## src/hdl/sched_cfg_pkg.sv

```systemverilog
// scheduler configuration package
// slot count, source and wakeup port counts, tag width and tag-level types
`default_nettype none

package sched_cfg_pkg;

  // scheduler geometry
  localparam int NUM_SLOTS    = 8;
  localparam int NUM_SRCS     = 2;
  // port 0 is the internal execute pipe, port 1 the external completion bus
  localparam int NUM_WAKE     = 2;
  localparam int TAG_WIDTH    = 5;
  // cycles from issue to the port 0 broadcast
  localparam int EXEC_LATENCY = 2;

  typedef logic [TAG_WIDTH-1:0] tag_t;

  // one bit per scheduler slot
  typedef logic [NUM_SLOTS-1:0] slot_oh_t;

  // bit [s][p] set when source s was cleared by wake port p
  typedef logic [NUM_SRCS-1:0][NUM_WAKE-1:0] wake_src_t;

endpackage

`default_nettype wire

```

## src/hdl/sched_wakeup_pipe.sv

```systemverilog
// fixed-latency execute pipe
// returns the dest tag of each issued op as a wakeup latency_p cycles later
`timescale 1ns/10ps
`default_nettype none

module sched_wakeup_pipe
  import sched_cfg_pkg::*;
#(
  parameter int latency_p = EXEC_LATENCY
)
(
  input  logic clk_i,
  input  logic reset_i,
  input  logic issue_v_i,
  input  logic dest_v_i,
  input  tag_t dest_tag_i,
  output logic wake_v_o,
  output tag_t wake_tag_o
);

  typedef struct packed {
    logic v;
    tag_t tag;
  } stage_t;

  stage_t stage_r [latency_p];

  // every stage shifts each cycle, so several ops can be in flight
  always_ff @(posedge clk_i)
  begin
    stage_r[0].tag <= dest_tag_i;
    // only ops that write a dest produce a wakeup
    stage_r[0].v   <= ~reset_i & issue_v_i & dest_v_i;
    for (int i = 1; i < latency_p; i++)
    begin
      stage_r[i].tag <= stage_r[i-1].tag;
      stage_r[i].v   <= ~reset_i & stage_r[i-1].v;
    end
  end

  assign wake_v_o   = stage_r[latency_p-1].v;
  assign wake_tag_o = stage_r[latency_p-1].tag;

endmodule

`default_nettype wire

```

## config.mk

```make
export PLATFORM = sky130hd
export DESIGN_NAME = sched_wakeup_pipe
export DESIGN_NICKNAME = d
export VERILOG_FILES = /design/src/hdl/sched_cfg_pkg.sv /design/src/hdl/sched_wakeup_pipe.sv
export SDC_FILE = /design/constraint.sdc
export NUM_CORES = 1
export LEC_CHECK = 0
export BUFFER_PORTS_ARGS = -buffer_cell sky130_fd_sc_hd__buf_2
export CAP_MARGIN = 20
export CORE_AREA = 5 5 42 44
export CTS_CLUSTER_DIAMETER = 100
export DETAILED_ROUTE_END_ITERATION = 16
export DIE_AREA = 0 0 47 49
export GPL_TIMING_DRIVEN = 0
export SKIP_CTS_REPAIR_TIMING = 1
export SLEW_MARGIN = 20
export SYNTH_ARGS = -nofsm -noshare
export SYNTH_HDL_FRONTEND = slang
export SYNTH_SLANG_ARGS = --single-unit
```

## constraint.sdc

```tcl
create_clock -name clk_i -period 1.36 [get_ports clk_i]
set_input_delay 0.272 -clock clk_i [delete_from_list [all_inputs] [get_ports clk_i]]
set_output_delay 0.272 -clock clk_i [all_outputs]
set_load 0.05 [all_outputs]
```

Word level (Yosys, flattened, before mapping)
Memories as Yosys holds them, arrays and structs flattened.
Index checks and enable logic that the tools add are counted.
Widths: inputs -> output; s select.
{"block": "op_classes", "bitwise_logic": 4}
{"op": "$and 1x1->1", "n": 3}
{"op": "$not 1->1", "n": 1}
{"block": "word_totals", "mem_bits_rw": 12, "n_memories": 1, "out_inout_bits": 6, "elab_cells": 5, "inputBits": 9, "reg_bits": 0}
{"name": "stage_r", "depth": 2, "word_bits": 6, "read_ports": 2, "rd_ports_with_merged_regs": 0, "write_ports": 2, "line": "sched_wakeup_pipe.sv:26", "rtl": "stage_t stage_r [latency_p];"}

Depth between registers and ports, before layout
Gate-level depths: netlist of the first run.
{"block": "depth", "ltp_word": 3, "ltp_mapped": 1, "depth_no_buf": 1}

Worst setup path after synthesis of the first run
OpenSTA, ideal clock, no wires.
{"block": "synth_path", "kind": "register -> output", "from": "memory stage_r[1][0] (netlist bit)", "to": "output wake_tag_o[0]", "required_ns": 1.088, "stages_incl_launch_ff": 1, "slack_ns": 0.501, "arrival_time_ns": 0.587, "cell_sequence": "dfxtp_1"}
{"element": "from (decl)", "line": "sched_wakeup_pipe.sv:26"}
{"element": "to (decl)", "line": "sched_wakeup_pipe.sv:18", "rtl": "output tag_t wake_tag_o"}

==> metrics.log, run 1 <==
[metrics] Post-Synthesis Cells: 14
[metrics] standard cell with the maximum stage delay on the critical path: sky130_fd_sc_hd__dfxtp_1
[metrics] residual DRC count: 0
[metrics] starting density of the core: 18.2%
[metrics] largest buffer count on any clock path: 2
[metrics] antenna violations before repair: 0
[metrics] IR Drop Worst-Case VDD: 790 uV
[metrics] H-Tree Depth: 1
[metrics] cell count after placement: 44
[metrics] combined global-route utilization of all metal layers: 5.54%
[metrics] Yosys cell types: 3
[metrics] number of max-capacitance violations reported: 0
[metrics] CTS sink count: 12
[metrics] number of vias per cell: 3.33
[metrics] worst setup margin: 251 ps
[metrics] ordered cell list for the critical path: buf_2
[metrics] arrival time at the worst endpoint: 840 ps
[metrics] DR pass1 iterations: 2
[metrics] via count: 160
[metrics] global-route wire length before repair: 772 um
[metrics] class of the worst hold path: primary input to flip-flop
[metrics] number of buffers added by the clock tree synthesis step: 3
[metrics] highest achievable clock rate: 902 MHz
[metrics] Final Routed Wirelength: 422 um
[metrics] Setup violations, final: 0
[metrics] worst setup skew after layout: 0.938 ps
[metrics] area grow syn2layout: 49.5%
[metrics] TritonCTS clock tree: done
[metrics] clock-pin transition on the worst setup and hold timing paths: 70 ps
[metrics] Reg with most FFs: stage_r
[metrics] Core Area: 0.00140 sq mm
[metrics] setup repair after global routing missed its margin: no
[metrics] maximum number of pins on one net before global-route repair: 8
[metrics] share of final-layout standard cells stronger than drive strength 1: 56.3%
[metrics] yosys warns: 0
[metrics] area taken by multi-input logic gates: 15.0 sq um
[metrics] flip-flop and latch count after synthesis: 12
[metrics] Tmin final: 1110 ps
[metrics] weighted congestion at the end of routability-driven global placement: 0.604
[metrics] Total Power Consumption: 0.000696 W
[metrics] number of nets in the final layout: 42
[metrics] GRT Residual Overflow: 0
[metrics] syn_area_per_cell: 18.2 sq um
[metrics] category of the critical setup timing path: flip-flop to output port
[metrics] Max Fanout on Critical Path: 1
[metrics] delay of the slowest cell on the worst path: 320 ps
[metrics] final antenna-violating net count: 0
[metrics] I/O pin count: 15
[metrics] slew margin rel.: 83.2%
[metrics] slew of the pin with the lowest slew margin: 254 ps
[metrics] final cell count without fillers: 48
[metrics] Worst Setup End Kind: output port
[metrics] WHS: 102 ps
[metrics] Regs by FF count: stage_r (12)
[metrics] antenna diode count: 0
[metrics] horizontal die dimension: 47 um
[metrics] register cell area after layout: 240 sq um
[metrics] # rows: 14
[metrics] startpoint type of the worst setup path: flip-flop
[metrics] final hold violation count: 0
[metrics] result of the run: completed
[metrics] Post-Place Setup Slack: 528 ps
[metrics] post-DR wirelength/cell: 8.79 um
[metrics] portion of the clock cycle consumed by the worst path in the final layout: 81.5%
[metrics] Slew Limit Fails: 0
[metrics] Detailed Route Iter0 Violations: 1
[metrics] max FFs per register: 12
[metrics] leakage power: 0.188 nW
[metrics] data required time at the worst endpoint: 1090 ps
[metrics] clk_lat worst skew: 260 ps
[metrics] nets in the synthesized netlist: 23
[metrics] portion of the post-synthesis area used by sequential elements: 94.1%
[metrics] die area: 0.00230 sq mm
[metrics] cell family with the largest share of critical-path delay: flip-flops
[metrics] Post-Synthesis Cell Area: 255 sq um
[metrics] number of port buffers: 14
[metrics] Die Span Y: 49 um
[metrics] clock root buffer: sky130_fd_sc_hd__clkbuf_4
[metrics] total buffers and inverters traversed by the critical path: 1
[metrics] Setup Total Neg Slack: 0 ps
[metrics] count of filler cells inserted in the layout: 149
[metrics] vias in the first global route: 189
[metrics] cell area power density: 1820 mW/mm^2
==> path summary, 6_finish.rpt <==
kind | start | endpoint | slack (ps) | cells after the start
max | stage_r[1][4] | wake_tag_o[4] | 250 | 1
min | dest_tag_i[3] | stage_r[0][3] | 100 | 1
max reg2reg | stage_r[0][5] | stage_r[1][5] | 850 | 1
min reg2reg | stage_r[0][4] | stage_r[1][4] | 330 | 0
==> kinds of logic (layout without fill, tap and decap cells) <==
logic type / count (synthesis) / after routing / share of synthesized area [%]
simple gates: 2 / 2 / 5.88
flops: 12 / 12 / 94.1
buf+inv: 0 / 18 / 0
==> synthesized netlist by cell type <==
library cell	instances	area, sq um
sky130_fd_sc_hd__dfxtp_1	12	240
sky130_fd_sc_hd__and3b_1	1	8.76
sky130_fd_sc_hd__nor2b_1	1	6.26
==> per-layer routing <==
layer	GRT usage (%)	share of wire (%)	wire [um]	up-vias
met5	0	0	0	-
met4	4.15	2.4	10	0
met3	9.59	38	161	2
met1	4.95	34	142	61
li1	-	-	-	79
met2	4.75	26	108	18
==> power by group <==
part | switching [W] | internal, W | total (W)
sequential | 0.00000352 | 0.000369 | 0.000372
combinational | 0.0000365 | 0.0000149 | 0.0000513
clock | 0.000109 | 0.000163 | 0.000272
==> metrics by stage <==
stage	utilization, %	instance area [sq um]
3_5_place_dp	24.6	345
5_1_grt	27.2	382
2_1_floorplan	-	255
4_1_cts	27.2	382
3_3_place_gp	24.6	345
6_report	27.2	382
==> cell usage in the layout, fill, tap and decap left out <==
| master | Yosys | routed |
|---|---|---|
| sky130_fd_sc_hd__and3b_1 | 1 | 1 |
| sky130_fd_sc_hd__buf_2 | 0 | 14 |
| sky130_fd_sc_hd__clkbuf_4 | 0 | 3 |
| sky130_fd_sc_hd__clkbuf_8 | 0 | 1 |
| sky130_fd_sc_hd__dfxtp_1 | 12 | 12 |
| sky130_fd_sc_hd__nor2b_1 | 1 | 1 |
==> area by class of cell <==
cell class              count  area share [%]
clock buffers               4            9.51
well taps                  16            5.25
repair buffers             14            18.4
flip-flops and latches     12            63.0
multi-input cells           2            3.93
(Power assumes the default switching activity.)
==> run 2, diff against run 1 <==
clock period = 1 ns   (was 1.36 ns; I/O delays follow)
==> run 2 against run 1 <==
Compared with the run above:
- utilization is 3.1 points higher
- setup slack worse by 210 ps
- via count is 3.8% higher
- critical path type unchanged
- largest power group unchanged
- non-clock buffer count stayed put
==> metrics.log, run 2 (synthesis gave the netlist of run 1 again) <==
[metrics] # rows: 14 (unchanged)
[metrics] slew margin rel.: 92.6% (+9.5 points)
[metrics] leakage power: 0.199 nW (+6.3%)
[metrics] Hold Path Depth: 1 (unchanged)
[metrics] Worst Setup End Kind: output port
[metrics] hold worst-path end: stage_r[0][3]
[metrics] IR Drop Worst-Case VDD: 997 uV (+26%)
[metrics] number of port buffers: 14 (unchanged)
[metrics] Max Fanout on Critical Path: 1 (unchanged)
[metrics] Reg-to-Reg End: stage_r[1][5]
[metrics] TritonCTS clock tree: done
[metrics] internal cell power: 0.000759 W (+39%)
[metrics] arrival time at the worst endpoint: 760 ps (-80 ps)
[metrics] Setup violations, final: 0 (unchanged)
[metrics] number of max-capacitance violations reported: 0 (unchanged)
[metrics] final hold violation count: 0 (unchanged)
[metrics] die area: 0.00230 sq mm (unchanged)
[metrics] utilization after layout: 30.4% (+3.1 points)
[metrics] max FFs per register: 12 (unchanged)
[metrics] Die Span Y: 49 um (unchanged)
[metrics] Regs by FF count: stage_r (12)
[metrics] ordered cell list for the critical path: buf_6
[metrics] data required time at the worst endpoint: 800 ps (-290 ps)
[metrics] worst setup margin: 40.3 ps (-211 ps)
[metrics] relative contribution of the clock network to total power: 38.3% (-0.8 points)
[metrics] worst setup skew after layout: 0.960 ps (+0.0224 ps)
[metrics] startpoint type of the worst setup path: flip-flop
[metrics] GRT Residual Overflow: 0 (unchanged)
[metrics] cell family with the largest share of critical-path delay: flip-flops
[metrics] cell area power density: 2270 mW/mm^2 (+24%)
[metrics] number of buffers added by the clock tree synthesis step: 3 (unchanged)
[metrics] depth of the most critical reg-to-reg path: 1 (unchanged)
[metrics] CTS sink count: 12 (unchanged)
[metrics] P_sw: 0.000205 W (+37%)
[metrics] Reg with most FFs: stage_r
[metrics] post-DR wirelength/cell: 8.98 um (+2.1%)
[metrics] number of nets in the final layout: 42 (unchanged)
[metrics] Tmin final: 960 ps
[metrics] maximum number of pins on one net before global-route repair: 8 (unchanged)
[metrics] clock root buffer: sky130_fd_sc_hd__clkbuf_4
[metrics] H-Tree Depth: 1 (unchanged)
[metrics] Min-Delay Startpoint: dest_tag_i[3]
[metrics] Total Power Consumption: 0.000964 W (+39%)
[metrics] Worst R2R Start: stage_r[0][5]
[metrics] starting density of the core: 18.2% (unchanged)
[metrics] slew of the pin with the lowest slew margin: 111 ps (-144 ps)
[metrics] combined global-route utilization of all metal layers: 5.54% (unchanged)
[metrics] delay of the slowest cell on the worst path: 340 ps (+20 ps)
[metrics] Slew Limit Fails: 0 (unchanged)
[metrics] portion of the clock cycle consumed by the worst path in the final layout: 96.0%
[metrics] register share of total power: 53.0% (-0.5 points)
[metrics] Core Area: 0.00140 sq mm (unchanged)
[metrics] area grow syn2layout: 66.7%
[metrics] clock-pin transition on the worst setup and hold timing paths: 70 ps (about the same)
[metrics] Final Routed Wirelength: 431 um (+2.1%)
[metrics] DR pass1 iterations: 2 (unchanged)
[metrics] Detailed Route Iter0 Violations: 1 (unchanged)
[metrics] fraction of power spent switching nets: 21.3% (-0.18 points)
[metrics] class of the worst hold path: primary input to flip-flop
[metrics] standard cell with the maximum stage delay on the critical path: sky130_fd_sc_hd__dfxtp_1
[metrics] result of the run: completed
[metrics] antenna diode count: 0 (unchanged)
[metrics] largest buffer count on any clock path: 2 (unchanged)
[metrics] Post-Place Setup Slack: 240 ps (-288 ps)
[metrics] I/O pin count: 15 (unchanged)
[metrics] antenna violations before repair: 0 (unchanged)
[metrics] category of the critical setup timing path: flip-flop to output port
[metrics] clk_lat worst skew: 260 ps (about the same)
[metrics] highest achievable clock rate: 1040 MHz
[metrics] residual DRC count: 0 (unchanged)
[metrics] weighted congestion at the end of routability-driven global placement: 0.604 (unchanged)
[metrics] share of final-layout standard cells stronger than drive strength 1: 71.9% (+16 points)
[metrics] via count: 166 (+3.8%)
[metrics] number of vias per cell: 3.46 (+3.8%)
[metrics] horizontal die dimension: 47 um (unchanged)
[metrics] portion of total power attributed to combinational logic: 8.7% (+1.3 points)
[metrics] setup slack of the worst register-to-register path: 490 ps (-360 ps)
[metrics] vias in the first global route: 189 (unchanged)
[metrics] most common library cell in the layout ignoring fill and taps: sky130_fd_sc_hd__buf_2
[metrics] final antenna-violating net count: 0 (unchanged)
[metrics] global-route wire length before repair: 772 um (unchanged)
[metrics] top library cells by usage in the layout, fill and taps aside: 8 x sky130_fd_sc_hd__buf_2, 7 x sky130_fd_sc_hd__dfxtp_1, 6 x sky130_fd_sc_hd__buf_6
[metrics] total buffers and inverters traversed by the critical path: 1 (unchanged)
run 2: cell counts in the layout (fill, tap and decap cells not counted):
No cell type changed its count.
run 2: cell type report:
type	count	area (sq um)
sequential	12	246
multi-input combinational	2	15.0
clock buffer	4	36.3
fill	153	976
timing repair buffer	14	108
tap	16	20.0
run 2: per-layer routing:
metal	up-vias	GRT usage, %	part of all wire (%)
met5	-	0	0
met1	67	4.95	35
li1	79	-	-
met3	2	9.59	33
met4	0	4.15	2.3
met2	18	4.75	29
run 2: per-stage QoR:
| step | setup TNS (ps) | std cells | hold WS, ps | instance area, sq um |
|---|---|---|---|---|
| 2_1_floorplan | 0 | 14 | 228 | 255 |
| 3_3_place_gp | 0 | 44 | 304 | 345 |
| 3_5_place_dp | 0 | 44 | 304 | 345 |
| 4_1_cts | -261 | 48 | 19.6 | 382 |
| 5_1_grt | -8.31 | 48 | 0.792 | 425 |
| 6_report | 0 | 48 | 30.7 | 425 |
run 2: power groups by stage:
stage / sequential (W) / combinational (W) / clock, W
global placement: 0.000518 / 0.0000701 / 0
CTS: 0.000507 / 0.0000705 / 0.000382
global route: 0.000514 / 0.0000887 / 0.000421
detailed placement: 0.000518 / 0.0000704 / 0
finish: 0.000511 / 0.0000838 / 0.000369
floorplan: 0.000559 / 0.00000219 / 0
run 2: worst max path at each step:
stage / startpoint / end / cells past startpoint
floorplan: stage_r[1][0] / wake_tag_o[0] / 0
global placement: stage_r[1][0] / wake_tag_o[0] / 1
detailed placement: stage_r[1][4] / wake_tag_o[4] / 1
CTS: stage_r[1][4] / wake_tag_o[4] / 1
global route: stage_r[1][2] / wake_tag_o[2] / 1
finish: stage_r[1][2] / wake_tag_o[2] / 1
==> run 3, diff against run 2 <==
BUFFER_PORTS_ARGS = -buffer_cell sky130_fd_sc_hd__clkbuf_2   (was -buffer_cell sky130_fd_sc_hd__buf_2)
==> run 3 against run 2 <==
Compared with the run above:
- critical path depth stayed put
- utilization is 0.36 points lower
- critical endpoint is now wake_tag_o[4]
- first-iteration DRC count is 100% lower
- register-to-register slack hardly changed
- clock power hardly changed
- global-route usage is 0.57 points lower
- power is 0.46% lower
- setup slack better by 12 ps
- final cell count stayed put
- sequential power hardly changed
- sequential share of layout area is 0.50 points lower
- clock skew is 1.6 ps higher
==> metrics.log, run 3 (synthesis gave the netlist of run 1 again) <==
[metrics] depth of the most critical reg-to-reg path: 1 (unchanged)
[metrics] maximum number of pins on one net before global-route repair: 8 (unchanged)
[metrics] via count: 162 (-2.4%)
[metrics] Max Fanout on Critical Path: 1 (unchanged)
[metrics] register share of total power: 53.1% (about the same)
[metrics] relative contribution of the clock network to total power: 38.1% (-0.2 points)
[metrics] Regs by FF count: stage_r (12)
[metrics] number of buffers added by the clock tree synthesis step: 3 (unchanged)
[metrics] clock root buffer: sky130_fd_sc_hd__clkbuf_4
[metrics] portion of total power attributed to combinational logic: 8.8% (about the same)
[metrics] result of the run: completed
[metrics] slew of the pin with the lowest slew margin: 111 ps (+0.174 ps)
[metrics] top library cells by usage in the layout, fill and taps aside: 11 x sky130_fd_sc_hd__dfxtp_1, 8 x sky130_fd_sc_hd__clkbuf_2, 6 x sky130_fd_sc_hd__buf_6
[metrics] H-Tree Depth: 1 (unchanged)
[metrics] startpoint type of the worst setup path: flip-flop
[metrics] worst setup margin: 51.9 ps (+11.6 ps)
[metrics] die area: 0.00230 sq mm (unchanged)
[metrics] IR Drop Worst-Case VDD: 1350 uV (+35%)
[metrics] Hold Path Depth: 1 (unchanged)
[metrics] final antenna-violating net count: 0 (unchanged)
[metrics] Setup violations, final: 0 (unchanged)
[metrics] starting density of the core: 18.2% (unchanged)
[metrics] internal cell power: 0.000758 W (-0.18%)
[metrics] count of filler cells inserted in the layout: 157 (+2.6%)
[metrics] number of max-capacitance violations reported: 0 (unchanged)
[metrics] I/O pin count: 15 (unchanged)
[metrics] leakage power: 0.201 nW (+0.64%)
[metrics] Min-Delay Startpoint: dest_tag_i[0]
[metrics] vias in the first global route: 143 (-24%)
[metrics] setup slack of the worst register-to-register path: 490 ps (about the same)
[metrics] hold worst-path end: stage_r[0][0]
[metrics] largest buffer count on any clock path: 2 (unchanged)
[metrics] clock-pin transition on the worst setup and hold timing paths: 70 ps (about the same)
[metrics] residual DRC count: 0 (unchanged)
[metrics] share of final-layout standard cells stronger than drive strength 1: 59.4% (-13 points)
[metrics] horizontal die dimension: 47 um (unchanged)
[metrics] total non-filler cell area in the finished layout: 420 sq um (-1.2%)
[metrics] slew margin rel.: 92.6% (about the same)
[metrics] Worst Setup End Kind: output port
[metrics] GRT Residual Overflow: 0 (unchanged)
[metrics] Reg with most FFs: stage_r
[metrics] # rows: 14 (unchanged)
[metrics] standard cell with the maximum stage delay on the critical path: sky130_fd_sc_hd__dfxtp_1
[metrics] cell family with the largest share of critical-path delay: flip-flops
[metrics] combined global-route utilization of all metal layers: 4.97% (-0.57 points)
[metrics] antenna diode count: 0 (unchanged)
[metrics] class of the worst hold path: primary input to flip-flop
[metrics] final hold violation count: 0 (unchanged)
[metrics] Detailed Route Iter0 Violations: 0 (-1)
[metrics] fraction of power spent switching nets: 21.1% (-0.22 points)
[metrics] clk_lat worst skew: 260 ps (about the same)
[metrics] post-DR wirelength/cell: 8.96 um (-0.23%)
[metrics] TritonCTS clock tree: done
[metrics] portion of the clock cycle consumed by the worst path in the final layout: 94.8% (-1.2 points)
[metrics] worst setup skew after layout: 2.56 ps (+1.60 ps)
[metrics] number of vias per cell: 3.38 (-2.4%)
[metrics] Post-Place Setup Slack: 234 ps (-5.88 ps)
[metrics] CTS sink count: 12 (unchanged)
[metrics] global-route wire length before repair: 683 um (-12%)
[metrics] area grow syn2layout: 64.7%
[metrics] Final Routed Wirelength: 430 um (-0.23%)
[metrics] Core Area: 0.00140 sq mm (unchanged)
[metrics] category of the critical setup timing path: flip-flop to output port
[metrics] total buffers and inverters traversed by the critical path: 1 (unchanged)
[metrics] Worst R2R Start: stage_r[0][5]
[metrics] data required time at the worst endpoint: 800 ps (about the same)
[metrics] Die Span Y: 49 um (unchanged)
[metrics] Slew Limit Fails: 0 (unchanged)
[metrics] DR pass1 iterations: 1 (-1)
[metrics] placed instance area: 345 sq um (unchanged)
[metrics] Tmin final: 948 ps (-11.6 ps)
[metrics] arrival time at the worst endpoint: 750 ps (about the same)
[metrics] number of nets in the final layout: 42 (unchanged)
[metrics] cell area power density: 2280 mW/mm^2 (+0.72%)
[metrics] most common library cell in the layout ignoring fill and taps: sky130_fd_sc_hd__dfxtp_1
[metrics] Reg-to-Reg End: stage_r[1][5]
[metrics] antenna violations before repair: 0 (unchanged)
[metrics] number of port buffers: 14 (unchanged)
[metrics] utilization after layout: 30.0% (-0.36 points)
[metrics] highest achievable clock rate: 1050 MHz (+1.2%)
[metrics] delay of the slowest cell on the worst path: 330 ps (about the same)
[metrics] weighted congestion at the end of routability-driven global placement: 0.609 (+0.84%)
[metrics] max FFs per register: 12 (unchanged)
[metrics] Total Power Consumption: 0.000960 W (-0.46%)
[metrics] ordered cell list for the critical path: buf_6
[metrics] P_sw: 0.000202 W (-1.5%)
-- run 3: cell types whose count changed in the layout (fill, tap and decap cells not counted) --
cell / before / now
sky130_fd_sc_hd__dfxtp_2: 5 / 1
sky130_fd_sc_hd__buf_2: 8 / 0
sky130_fd_sc_hd__clkbuf_2: 0 / 8
sky130_fd_sc_hd__dfxtp_1: 7 / 11
-- run 3: cell type report --
class	count	area (sq um)	share of cell area [%]
Sequential cell	12	241	57.4
Timing Repair Buffer	14	108	25.6
Clock buffer	4	36.3	8.63
Tap cell	16	20.0	4.76
Multi-Input combinational cell	2	15.0	3.57
-- run 3: per-layer routing --
metal / GRT usage (%) / up-vias / routed length (um)
li1: - / 80 / -
met1: 4.95 / 62 / 153
met2: 3.85 / 18 / 124
met3: 9.23 / 2 / 141
met4: 2.76 / 0 / 10
met5: 0 / - / 0
-- run 3: stage by stage --
stage	std cells	hold slack, ps	setup TNS (ps)
2_1_floorplan	14	228	0
3_3_place_gp	44	304	0
3_5_place_dp	44	306	0
4_1_cts	48	24.7	-326
5_1_grt	48	5.16	-13.6
6_report	48	33.3	0
-- run 3: power groups by stage --
stage | clock, W | combinational (W) | sequential (W)
floorplan | 0 | 0.00000219 | 0.000559
global placement | 0 | 0.0000699 | 0.000518
detailed placement | 0 | 0.0000708 | 0.000519
CTS | 0.000381 | 0.0000709 | 0.000507
global route | 0.000420 | 0.0000880 | 0.000513
finish | 0.000366 | 0.0000842 | 0.000510
-- run 3: worst max path at each step --
stage	endpoint	startpoint	slack [ps]	cells past startpoint
4_1_cts	wake_v_o	stage_r[1][5]	-60	1
6_report	wake_tag_o[4]	stage_r[1][4]	50	1
2_1_floorplan	wake_tag_o[0]	stage_r[1][0]	210	0
5_1_grt	wake_tag_o[1]	stage_r[1][1]	-10	1
3_3_place_gp	wake_tag_o[2]	stage_r[1][2]	230	1
3_5_place_dp	wake_tag_o[2]	stage_r[1][2]	230	1
